File: src/hw/conv_pkg.sv
package conv_pkg;

    typedef logic [7:0] pixel_t;            // unsigned grayscale sample
    typedef logic signed [7:0] weight_t;    // signed kernel coefficient
    typedef logic signed [31:0] acc_t;      // mac sum and output word
    typedef logic [3:0] tap_t;              // window position 0..8, row-major

    // controller sequence for one image
    typedef enum logic [2:0] {
        idle,
        load,           // first three image rows into the line buffer
        mac_clear,
        mac_feed,       // nine taps into the mac
        mac_drain,      // wait out the mac pipeline
        write,
        next_row_load,  // refill the bottom row before the next output row
        finish
    } conv_state_t;

endpackage

File: src/hw/line_buffer.sv
interface lb_if #(
    parameter int img_width = 8
);
    localparam int col_w = $clog2(img_width);

    logic              fill;                // write fill_data at the bottom row pointer
    conv_pkg::pixel_t  fill_data;
    logic              advance;             // shift rows up by one
    logic [1:0]        tap_row;
    logic [col_w-1:0]  tap_col;
    conv_pkg::pixel_t  tap_pixel;

    modport ctrl (
        output fill,
        output fill_data,
        output advance,
        output tap_row,
        output tap_col,
        input  tap_pixel
    );

    modport buffer (
        input  fill,
        input  fill_data,
        input  advance,
        input  tap_row,
        input  tap_col,
        output tap_pixel
    );
endinterface

module line_buffer #(
    parameter int img_width = 8
) (
    input logic  clk,
    input logic  rst,
    lb_if.buffer lb
);

    localparam int col_w = $clog2(img_width);

    conv_pkg::pixel_t rows [3][img_width];  // row 0 is the oldest line
    logic [col_w-1:0] wr_col;               // next bottom-row column to fill

    always_ff @(posedge clk or posedge rst) begin
        if (rst) begin
            wr_col <= '0;
        end else if (lb.advance) begin
            wr_col <= '0;                   // new line starts at column 0
        end else if (lb.fill) begin
            if (wr_col == col_w'(img_width - 1)) begin
                wr_col <= '0;
            end else begin
                wr_col <= wr_col + 1'b1;
            end
        end
    end

    // pixel storage
    always_ff @(posedge clk) begin
        if (lb.advance) begin
            rows[0] <= rows[1];
            rows[1] <= rows[2];
        end else if (lb.fill) begin
            rows[2][wr_col] <= lb.fill_data;
        end
    end

    assign lb.tap_pixel = (lb.tap_row == 2'd3) ? '0 : rows[lb.tap_row][lb.tap_col];

endmodule

File: src/hw/mac_unit.sv
interface mac_if;
    logic              clear;               // zero both pipeline stages
    logic              en;                  // a and b hold a valid tap
    conv_pkg::pixel_t  a;
    conv_pkg::weight_t b;
    conv_pkg::acc_t    acc;

    modport ctrl (output clear, output en, output a, output b, input acc);
    modport mac  (input clear, input en, input a, input b, output acc);
endinterface

module mac_unit (
    input logic clk,
    input logic rst,
    mac_if.mac  m
);

    logic signed [16:0] prod;               // 9-bit signed pixel times 8-bit weight
    logic               prod_vld;

    // stage 2 accumulates whatever stage 1 produced
    always_ff @(posedge clk or posedge rst) begin
        if (rst) begin
            prod_vld <= 1'b0;
            m.acc    <= '0;
        end else if (m.clear) begin
            prod_vld <= 1'b0;
            m.acc    <= '0;
        end else begin
            prod_vld <= m.en;
            if (prod_vld) begin
                m.acc <= m.acc + conv_pkg::acc_t'(prod);
            end
        end
    end

    always_ff @(posedge clk) begin
        if (m.clear) begin
            prod <= '0;
        end else if (m.en) begin
            prod <= $signed({1'b0, m.a}) * m.b;  // pixel is zero-extended
        end
    end

endmodule

File: src/hw/kernel_regs.sv
module kernel_regs (
    input  logic              clk,
    input  logic              rst,
    input  logic              kw_we,
    input  conv_pkg::tap_t    kw_addr,
    input  conv_pkg::weight_t kw_data,
    input  conv_pkg::tap_t    tap,
    output conv_pkg::weight_t weight
);

    conv_pkg::weight_t coef [9];            // row-major 3x3 kernel

    // out of reset the kernel detects horizontal edges
    always_ff @(posedge clk or posedge rst) begin
        if (rst) begin
            for (int i = 0; i < 9; i++) begin
                if (i < 3) begin
                    coef[i] <= -8'sd1;      // top row
                end else if (i < 6) begin
                    coef[i] <= 8'sd0;
                end else begin
                    coef[i] <= 8'sd1;       // bottom row
                end
            end
        end else if (kw_we && kw_addr < 4'd9) begin
            coef[kw_addr] <= kw_data;
        end
    end

    assign weight = (tap < 4'd9) ? coef[tap] : '0;  // taps past 8 read as zero

endmodule

File: src/hw/conv_ctrl.sv
module conv_ctrl #(
    parameter int  img_width  = 8,
    parameter int  img_height = 8,
    localparam int pix_aw     = $clog2(img_width * img_height),
    localparam int out_aw     = $clog2((img_width - 2) * (img_height - 2))
) (
    input  logic              clk,
    input  logic              rst,
    input  logic              start,
    output logic              done,
    output logic [pix_aw-1:0] pix_addr,
    input  conv_pkg::pixel_t  pix_data,
    output conv_pkg::tap_t    tap,
    input  conv_pkg::weight_t weight,
    lb_if.ctrl                lb,
    mac_if.ctrl               m,
    output logic              out_we,
    output logic [out_aw-1:0] out_addr,
    output conv_pkg::acc_t    out_data
);

    localparam int cnt_w = $clog2(img_width + 1);
    localparam int col_w = $clog2(img_width);
    localparam int row_w = $clog2(img_height);

    conv_pkg::conv_state_t state;

    logic [pix_aw-1:0] rd_addr;             // next pixel to request
    logic [cnt_w-1:0]  rd_cnt;              // reads issued for the current row
    logic              rd_vld;              // pix_data answers last cycle's address
    logic [1:0]        rows_done;           // rows completed in the initial load
    logic              adv;
    logic [col_w-1:0]  out_col;             // left column of the window
    logic [row_w-1:0]  out_row;             // top row of the window
    logic [out_aw-1:0] out_idx;             // row-major output address
    conv_pkg::tap_t    tap_cnt;
    logic              drain_cnt;
    logic [1:0]        win_col;             // column offset inside the window

    always_ff @(posedge clk or posedge rst) begin
        if (rst) begin
            state     <= conv_pkg::idle;
            rd_addr   <= '0;
            rd_cnt    <= '0;
            rd_vld    <= 1'b0;
            rows_done <= '0;
            adv       <= 1'b0;
            out_col   <= '0;
            out_row   <= '0;
            out_idx   <= '0;
            tap_cnt   <= '0;
            drain_cnt <= 1'b0;
        end else begin
            adv <= 1'b0;
            case (state)
                conv_pkg::idle: begin
                    if (start) begin
                        rd_addr   <= '0;
                        rd_cnt    <= '0;
                        rd_vld    <= 1'b0;
                        rows_done <= '0;
                        out_col   <= '0;
                        out_row   <= '0;
                        out_idx   <= '0;
                        state     <= conv_pkg::load;
                    end
                end
                conv_pkg::load, conv_pkg::next_row_load: begin
                    if (rd_cnt != cnt_w'(img_width)) begin
                        rd_addr <= rd_addr + 1'b1;
                        rd_cnt  <= rd_cnt + 1'b1;
                        rd_vld  <= 1'b1;
                    end else if (rd_vld) begin
                        rd_vld <= 1'b0;     // last fill of the row happens now
                    end else if (rows_done != 2'd2) begin
                        rows_done <= rows_done + 1'b1;
                        rd_cnt    <= '0;
                        adv       <= 1'b1;  // make room before the next row arrives
                    end else begin
                        state <= conv_pkg::mac_clear;
                    end
                end
                conv_pkg::mac_clear: begin
                    tap_cnt <= '0;
                    state   <= conv_pkg::mac_feed;
                end
                conv_pkg::mac_feed: begin
                    if (tap_cnt == 4'd8) begin
                        drain_cnt <= 1'b0;
                        state     <= conv_pkg::mac_drain;
                    end else begin
                        tap_cnt <= tap_cnt + 1'b1;
                    end
                end
                conv_pkg::mac_drain: begin
                    drain_cnt <= 1'b1;
                    if (drain_cnt) begin
                        state <= conv_pkg::write;
                    end
                end
                conv_pkg::write: begin
                    out_idx <= out_idx + 1'b1;
                    if (out_col != col_w'(img_width - 3)) begin
                        out_col <= out_col + 1'b1;
                        state   <= conv_pkg::mac_clear;
                    end else if (out_row != row_w'(img_height - 3)) begin
                        out_col <= '0;
                        out_row <= out_row + 1'b1;
                        rd_cnt  <= '0;
                        adv     <= 1'b1;    // drop the oldest line
                        state   <= conv_pkg::next_row_load;
                    end else begin
                        state <= conv_pkg::finish;
                    end
                end
                conv_pkg::finish: begin
                    state <= conv_pkg::idle;
                end
                default: begin
                    state <= conv_pkg::idle;
                end
            endcase
        end
    end

    assign pix_addr     = rd_addr;
    assign lb.fill      = rd_vld;
    assign lb.fill_data = pix_data;
    assign lb.advance   = adv;

    // tap counter to window position
    assign tap        = tap_cnt;
    assign lb.tap_row = 2'(tap_cnt / 4'd3);
    assign win_col    = 2'(tap_cnt % 4'd3);
    assign lb.tap_col = out_col + col_w'(win_col);

    assign m.clear = (state == conv_pkg::mac_clear);
    assign m.en    = (state == conv_pkg::mac_feed);
    assign m.a     = lb.tap_pixel;
    assign m.b     = weight;

    assign out_we   = (state == conv_pkg::write);
    assign out_addr = out_idx;
    assign out_data = (m.acc < 0) ? '0 : m.acc;    // relu
    assign done     = (state == conv_pkg::finish);

endmodule

File: src/hw/conv3x3_top.sv
module conv3x3_top #(
    parameter int  img_width  = 8,
    parameter int  img_height = 8,
    localparam int pix_aw     = $clog2(img_width * img_height),
    localparam int out_aw     = $clog2((img_width - 2) * (img_height - 2))
) (
    input  logic              clk,
    input  logic              rst,
    input  logic              start,
    output logic              done,
    output logic [pix_aw-1:0] pix_addr,
    input  conv_pkg::pixel_t  pix_data,
    input  logic              kw_we,
    input  conv_pkg::tap_t    kw_addr,
    input  conv_pkg::weight_t kw_data,
    output logic              out_we,
    output logic [out_aw-1:0] out_addr,
    output conv_pkg::acc_t    out_data
);

    conv_pkg::tap_t    tap;                 // weight select from the controller
    conv_pkg::weight_t weight;

    lb_if #(.img_width(img_width)) lb_bus ();
    mac_if mac_bus ();

    kernel_regs kernel_regs_i (
        .clk     (clk),
        .rst     (rst),
        .kw_we   (kw_we),
        .kw_addr (kw_addr),
        .kw_data (kw_data),
        .tap     (tap),
        .weight  (weight)
    );

    line_buffer #(
        .img_width (img_width)
    ) line_buffer_i (
        .clk (clk),
        .rst (rst),
        .lb  (lb_bus)
    );

    mac_unit mac_unit_i (
        .clk (clk),
        .rst (rst),
        .m   (mac_bus)
    );

    conv_ctrl #(
        .img_width  (img_width),
        .img_height (img_height)
    ) conv_ctrl_i (
        .clk      (clk),
        .rst      (rst),
        .start    (start),
        .done     (done),
        .pix_addr (pix_addr),
        .pix_data (pix_data),
        .tap      (tap),
        .weight   (weight),
        .lb       (lb_bus),
        .m        (mac_bus),
        .out_we   (out_we),
        .out_addr (out_addr),
        .out_data (out_data)
    );

endmodule

File: config.mk
export PLATFORM = sky130hd
export DESIGN_NAME = conv3x3_top
export DESIGN_NICKNAME = d
export VERILOG_FILES = /design/src/hw/conv_pkg.sv /design/src/hw/line_buffer.sv /design/src/hw/mac_unit.sv /design/src/hw/kernel_regs.sv /design/src/hw/conv_ctrl.sv /design/src/hw/conv3x3_top.sv
export SDC_FILE = /design/constraint.sdc
export NUM_CORES = 1
export LEC_CHECK = 0
export ABC_AREA = 0
export BUFFER_PORTS_ARGS = -buffer_cell sky130_fd_sc_hd__clkbuf_2
export CAP_MARGIN = 20
export CORE_ASPECT_RATIO = 1.25
export CORE_MARGIN = 5
export CORE_UTILIZATION = 55
export CTS_BUF_LIST = sky130_fd_sc_hd__clkbuf_8
export CTS_CLUSTER_DIAMETER = 100
export DETAILED_ROUTE_END_ITERATION = 6
export PLACE_DENSITY = 0.72
export SLEW_MARGIN = 20
export SYNTH_ARGS = -nofsm -noshare
export SYNTH_HDL_FRONTEND = slang
export SYNTH_SLANG_ARGS = --single-unit
File: constraint.sdc
create_clock -name clk -period 16.5 [get_ports clk]
set_input_delay 1.65 -clock clk [delete_from_list [all_inputs] [get_ports clk]]
set_output_delay 1.65 -clock clk [all_outputs]
set_load 0.05 [all_outputs]
# Word-level counts from Yosys, hierarchy flattened
# Memories as Yosys holds them, arrays and structs flattened.
# Cells that the tools add are included.
[word_totals]
regBits = 159
ram_bits = 192
inputBits = 24
out_inout_bits = 46
word_cells = 175
memories = 1
[mem_list]
columns = ["name", "words", "width", "read_ports", "rd_clocked_by_memory_dff", "write_ports", "line_no", "text"]
rows = [
  ["line_buffer_i.rows", 3, 64, 3, 0, 2, "line_buffer.sv:42", "conv_pkg::pixel_t rows [3][img_width];"],
]
[classes]
addsub = 10
multipliers = 1
n_div = 2
order_cmp = 9
n_eq_ne = 28
mux = 73
bitwise_logic = 4
reduce_logical = 23
[ops]
columns = ["op", "count"]
rows = [
  ["$mux W64", 3],
  ["$mux W32", 3],
  ["$bwmux W72", 1],
  ["$mux W8", 8],
  ["$reduce_or A64 Y1", 1],
  ["$mux W3", 15],
  ["$add A32 B17 Y32", 1],
  ["$bmux W8 S4", 1],
  ["$demux W8 S4", 1],
  ["$lt A32 B1 Y1 const B", 1],
  ["$mux W4", 7],
  ["$bmux W8 S3", 1],
  ["$demux W8 S3", 1],
  ["$pmux W6 S2", 2],
  ["$pmux W3 S7", 1],
  ["$mul A9 B8 Y17", 1],
  ["$eq A3 B3 Y1 const B", 5],
  ["$mux W1", 14],
  ["$ne A2 B2 Y1 const B", 7],
  ["$add A6 B1 Y6 const B", 2],
  ["$mux W6", 2],
  ["$pmux W3 S2", 2],
  ["$pmux W4 S3", 1],
  ["$reduce_and A6 Y1", 2],
  ["other kinds (34)", 67],
]

# Longest topological paths before layout
[logic_depth]
depth_word = 8
ltp_mapped = 43
ltp_nobuf = 36

# Modules after synthesis
# Synthesis repeated with hierarchy kept, for this count alone.
[hier_totals]
hier_cells = 1642
area_unflattened_um2 = 19750.2
[modules_own_cells]
columns = ["module", "instances", "cells_each", "area_each_um2", "seq_area_each_um2"]
rows = [
  ["line_buffer", 1, 433, 7798.7, 5840.6],
  ["mac_unit", 1, 704, 6055.8, 1166.1],
  ["kernel_regs", 1, 232, 3422.0, 1835.5],
  ["conv_ctrl", 1, 273, 2473.6, 850.8],
]

# Least setup slack after synthesis
# Ideal clock, no wire load.
[synth_timing]
path_type = "register to register"
start = "register conv_ctrl_i.tap_cnt[0] (netlist: conv_ctrl_i.tap[0])"
end = "register mac_unit_i.prod[14]"
setup_ns = 0.117
t_arrival_ns = 9.183
t_required_ns = 16.383
path_slack_ns = 7.200
path_stages_with_launch = 39
n_path_buf = 8
period_less_slack_ns = 9.300
path_cell_list = "dfrtp_1 > buf_2 > buf_2 > inv_1 > ha_1 > nand2_1 > and2_1 > clkbuf_1 > clkbuf_1 > buf_2 > xnor2_1 > ha_1 > a21oi_2 > buf_2 > mux2_2 > fa_1 > buf_1 > clkbuf_1 > [3 not listed] > a21oi_1 > nor2_1 > fa_1 > fa_1 > inv_1 > fa_1 > fa_1 > inv_1 > ha_1 > nor2b_1 > o21ai_0 > a21boi_0 > o21ai_0 > a21oi_1 > a41oi_1 > nor2b_1 > xnor2_1 > a22o_1"
[synth_between]
elab_chain_len = 8
word_cells_on_any_way = 17
cone_classes = "add/sub (1); mul (1); div (2); order compare (1); eq/ne (1); mux (8); bitwise (2); memory (1)"
[synth_lines]
columns = ["element", "line_no", "text"]
rows = [
  ["start: declaration", "conv_ctrl.sv:36", "conv_pkg::tap_t tap_cnt;"],
  ["start signal: assignment", "conv_ctrl.sv:92", "tap_cnt <= tap_cnt + 1'b1;"],
  ["$mod A4 B2 Y4", "conv_ctrl.sv:134", "assign win_col = 2'(tap_cnt % 4'd3);"],
  ["$add A3 B2 Y3", "conv_ctrl.sv:135", "assign lb.tap_col = out_col + col_w'(win_col);"],
  ["$not A3 Y4 (implied by the code)", "line_buffer.sv:69", "assign lb.tap_pixel = (lb.tap_row == 2'd3) ? '0 : rows[lb.tap_row][lb.tap_col];"],
  ["$bmux W8 S3", "line_buffer.sv:69", ""],
  ["$mux W8 (implied by the code) (2 in a row)", "line_buffer.sv:69", ""],
  ["$mux W8", "line_buffer.sv:69", ""],
  ["$mul A9 B8 Y17 *", "mac_unit.sv:41", "prod <= $signed({1'b0, m.a}) * m.b;"],
  ["end signal: assignment", "mac_unit.sv:41", ""],
  ["end: declaration", "mac_unit.sv:18", "logic signed [16:0] prod;"],
]
# Every way passes the cells marked *; elsewhere a longest branch is shown, timed or not. The select of a mux whose other input is x is not followed.
# A chain may end at the register's enable or synchronous reset.

# Worst setup path in the final report
[layout_timing]
start = "register conv_ctrl_i.tap_cnt[2] (netlist: conv_ctrl_i.tap[2])"
end = "register mac_unit_i.prod[14]"
# Same word-level chain as after synthesis.

==> metrics.sh <==
FIRSTDRTPASSITERS=7
SYNTH_COMMON_CELLS='sky130_fd_sc_hd__edfxtp_1 (192), sky130_fd_sc_hd__nor2_1 (133), sky130_fd_sc_hd__dfrtp_1 (115)'
YS_ASYNC_SR_FRACTION_PCT=40.5
ANT_NETS=0
AREAGROWTHSYNTHTOFINISH_PCT=9.79
DIEAREA_UM2=37600
FINAL_SETUP_VIOLATING_ENDPOINTS=0
CTS.REPAIR_TIMING.SETUP_BUFFER_COUNT=0
MAX-CAP-VIOLATIONS=0
DRT_ITER0_DRC=762
SYNTH_MOST_COMMON_CELL='sky130_fd_sc_hd__edfxtp_1'
CRITPATHREQUIREDTIME_PS=16990
TIMING.RR.START='conv_ctrl_i.tap[2]'
ROUTED-VIA-COUNT=11700
SYNTHESIS.YOSYS.WARNINGS=0
CP-END-KIND='flip-flop'
CTS-ROOT-TO-SINK-BUFFERS=3
CLOCK.FMAX_MHz=104
DETAIL_ROUTE.VIAS_PER_CELL=5.85
CP_MAX_FO=48
GLOBAL_ROUTE_USAGE_OVER_ALL_LAYERS_PCT=20.4
DRV_SLEW=0
POWER.SHARE.CLOCK_PCT=20.8
HOLD_PATH.CLASS='flip-flop to flip-flop'
CRIT_PATH_TOP_DELAY_CELL='sky130_fd_sc_hd__ha_4'
CLKSLEWWORSTSETUPHOLDPATHS_PS=60
CTS_HTREE_LEVELS=2
CELLLEAKAGEPOWER_nW=8.49
YOSYSTOPAREACELLSHARE_PCT=31.0
NETLIST_TOP_CELLS_AREA='sky130_fd_sc_hd__edfxtp_1 (31%), sky130_fd_sc_hd__dfrtp_1 (15%), sky130_fd_sc_hd__mux4_2 (8.1%)'
NUMBER_OF_DISTINCT_LIBRARY_CELLS_AFTER_SYNTHESIS=79
SYN_NETS=1603
WORST-SETUP-PATH-TYPE='flip-flop to flip-flop'
SYNTHCELLS=1450
TIMING.SETUP.TNS_PS=0
NET-SWITCHING-POWER_mW=1.21
GRT_SETUP_UNREPAIRED='false'
FINALNETCOUNT=1691
POWER.DENSITY_CELL_AREA_nW_PER_UM2=157
OUTCOME='completed'
P_TOTAL_mW=3.20
GRT_PASS1_WL_UM=62200
SHARE_SEQ_OF_TOTAL_POWER_PCT=35.7
FINAL.SETUP_SKEW_PS=19.5
DRT-WIRELENGTH-PER-CELL_UM=18.9
POSTSYNTH.TOPFLOPCELL='sky130_fd_sc_hd__edfxtp_1'
HOLD_PATH.STARTPOINT='line_buffer_i.rows[2][57]'
DIE_OUTLINE_WIDTH_UM=174
ANTENNA_FOUND_INITIAL=0
CORE_AREA_UM2=33500
POST_CTS_HOLD_BUFFER_COUNT=0
N_ANTENNA_CELL=0
SYNTH_SEQUENTIAL_AREA_RATIO_PCT=52.1
WORST-R2R-CELL-COUNT=33
AREA_OF_THE_MAPPED_NETLIST_UM2=18600
R2R-END='mac_unit_i.prod[14]'
SYNTH_AREA_LEADER='sky130_fd_sc_hd__edfxtp_1'
CP_DATA_ARRIVAL_TIME_PS=10140
TOTALWIRELENGTH_UM=38000
DIE-HEIGHT_UM=216
GRT_OVERFLOW_TOTAL=0
RRSETUPSLACK_PS=6850
SWITCHING_SHARE_PCT=37.8
SYN_AVG_CELL_AREA_UM2=12.8
STARTPOINT_TYPE='flip-flop'
MAX-VDD-IR-DROP_mV=0.0753
INTERNAL_POWER_mW=1.99
CLKSINKCOUNT=351
HOLD_PATH_END='line_buffer_i.rows[1][57]'
INSERTED_CLOCK_BUFFERS=56
RELSLEWSLACK_PCT=30.0
TRITONCTS='built'
PLACEMENTROWS=75
TIGHTEST_SLEW_PS=1030
DRT_DRC_VIOLATIONS_LEFT=0
IO_COUNT=70
GLOBALPLACE.CONGESTION=0.876
WORST_PATH_LARGEST_CELL_DELAY_PS=900
GRT_PASS1_VIAS=12100
SHARE_COMB_OF_TOTAL_POWER_PCT=43.5
POST-ROUTE-MIN-PERIOD_PS=9650
CLK-INSERTION-DELAY-LATE_PS=600
FINAL_LAYOUT_SIZE_SUFFIX_GT1_SHARE_PCT=22.2
BUFFER_PORTS.INSERTED=68
CTSROOTBUFFERMASTER='sky130_fd_sc_hd__clkbuf_8'
FLOORPLAN.INITIALDENSITY_PCT=55.5
SYNTH_SEQ_CELLS=351
POST_SYNTH_EDFFS=192
GRT_START_MAX_NET_PINS=86
POST-ROUTE-PERIOD-UTIL_PCT=58.5
PLACED_WIRE_LENGTH_ESTIMATE_UM=26400
WORSTHOLDPATHCELLS=0
POST_CTS_RESIZE_COUNT=0
FINAL_HOLD_VIOL_COUNT=0
[layout by cell type (no fill, tap or decap), drive strengths merged, types with 6 or more instances in the layout]
cell type,count
edfxtp,192
nor2,133
clkbuf,128
dfrtp,115
inv,105
ha,90
mux2,75
nand2,73
mux4,67
o21ai,65
a21oi,58
nor2b,46
mux2i,42
fa,39
nand3,29
xnor2,29
dfstp,27
nand2b,23
buf,18
dfxtp,17
nor3,17
a21o,16
clkinv,16
or2,14
a22o,11
and2,10
nand4,9
o22ai,8
or3,8
a31oi,8
xor2,8
o21bai,8
o31ai,7
a211oi,6
o21a,6
[sequential cells by signal (all words and copies together) (netlist names)]
| register | count |
|---|---|
| conv_ctrl_i.out_col | 3 |
| mac_unit_i.prod_vld | 1 |
| line_buffer_i.rows | 192 |
| line_buffer_i.wr_col | 3 |
| kernel_regs_i.coef | 72 |
| mac_unit_i.prod | 17 |
| conv_ctrl_i.out_row | 3 |
| conv_ctrl_i.rows_done | 2 |
| conv_ctrl_i.lb.advance | 1 |
| conv_ctrl_i.state | 3 |
| conv_ctrl_i.pix_addr | 6 |
| conv_ctrl_i.rd_cnt | 4 |
| conv_ctrl_i.drain_cnt | 1 |
| mac_unit_i.m.acc | 32 |
| conv_ctrl_i.lb.fill | 1 |
| conv_ctrl_i.out_addr | 6 |
| conv_ctrl_i.tap | 4 |
[how the worst max path moves through the flow]
stage                             startpoint                  end  slack [ps]  depth (start not counted)
after floorplan           conv_ctrl_i.tap[0]  mac_unit_i.prod[14]        7200                         38
after detailed placement  conv_ctrl_i.tap[2]  mac_unit_i.prod[14]        6830                         33
after global routing      conv_ctrl_i.tap[2]  mac_unit_i.prod[14]        6100                         32
final                     conv_ctrl_i.tap[2]  mac_unit_i.prod[14]        6850                         33
after CTS                 conv_ctrl_i.tap[2]  mac_unit_i.prod[14]        6790                         33
after global placement    conv_ctrl_i.tap[2]  mac_unit_i.prod[14]        7070                         32
[critical path: cells and delay by family (launching register included)]
family	cells	cell delay (ps)
AO/OA/AOI/OAI	9	2020
XOR/XNOR	3	420
adder cells (fa/ha/maj)	9	3830
buffers and inverters	5	790
flip-flops	1	770
multiplexers	2	770
AND/OR/NAND/NOR	5	880
[power by group through the flow]
stage | registers, mW | clock network [mW] | logic, mW
after CTS | 1.14 | 0.688 | 1.40
after global routing | 1.16 | 0.731 | 1.56
final | 1.14 | 0.666 | 1.39
after global placement | 1.15 | 0 | 1.36
after floorplan | 1.13 | 0 | 1.15
after detailed placement | 1.16 | 0 | 1.39
[per-stage QoR]
step | util (%) | hold WS [ps] | instances | worst slack (ps) | cell area [µm²]
finish | 60.9 | 436 | 2007 | 6850 | 20400
global route | 60.9 | 454 | 2007 | 6100 | 20400
detailed placement | 57.9 | 428 | 1903 | 6830 | 19400
floorplan | - | 421 | 1450 | 7200 | 18600
global placement | 57.9 | 426 | 1903 | 7070 | 19400
CTS | 60.9 | 434 | 2007 | 6790 | 20400
[layout make-up]
class / instances / area [µm²]
clock inverter: 44 / 179
inverter: 77 / 294
fill: 2631 / 13100
timing repair buffer: 86 / 475
multi-input combinational: 966 / 8410
tap: 423 / 529
sequential: 351 / 9700
clock buffer: 60 / 826
[routing by layer]
| metal | share of wire, % | global-route usage, % |
|---|---|---|
| met1 | 41 | 25.2 |
| met2 | 52 | 36.8 |
| met3 | 4.5 | 2.89 |
| met4 | 2.6 | 6.65 |
| met5 | 0 | 0 |
[kinds of logic after synthesis]
logic type / Yosys count / share of synthesized area (%)
DFF: 351 / 52.1
and+or+nand+nor: 391 / 10.4
buffers and inverters: 133 / 2.81
muxes: 184 / 14.9
adders and majority gates: 129 / 10.3
xor gates and xnor gates: 37 / 1.74
AOI/OAI and AO/OA: 224 / 7.75
other: 1 / 0.0202
No activity file was read; power rests on OpenSTA's default activity.
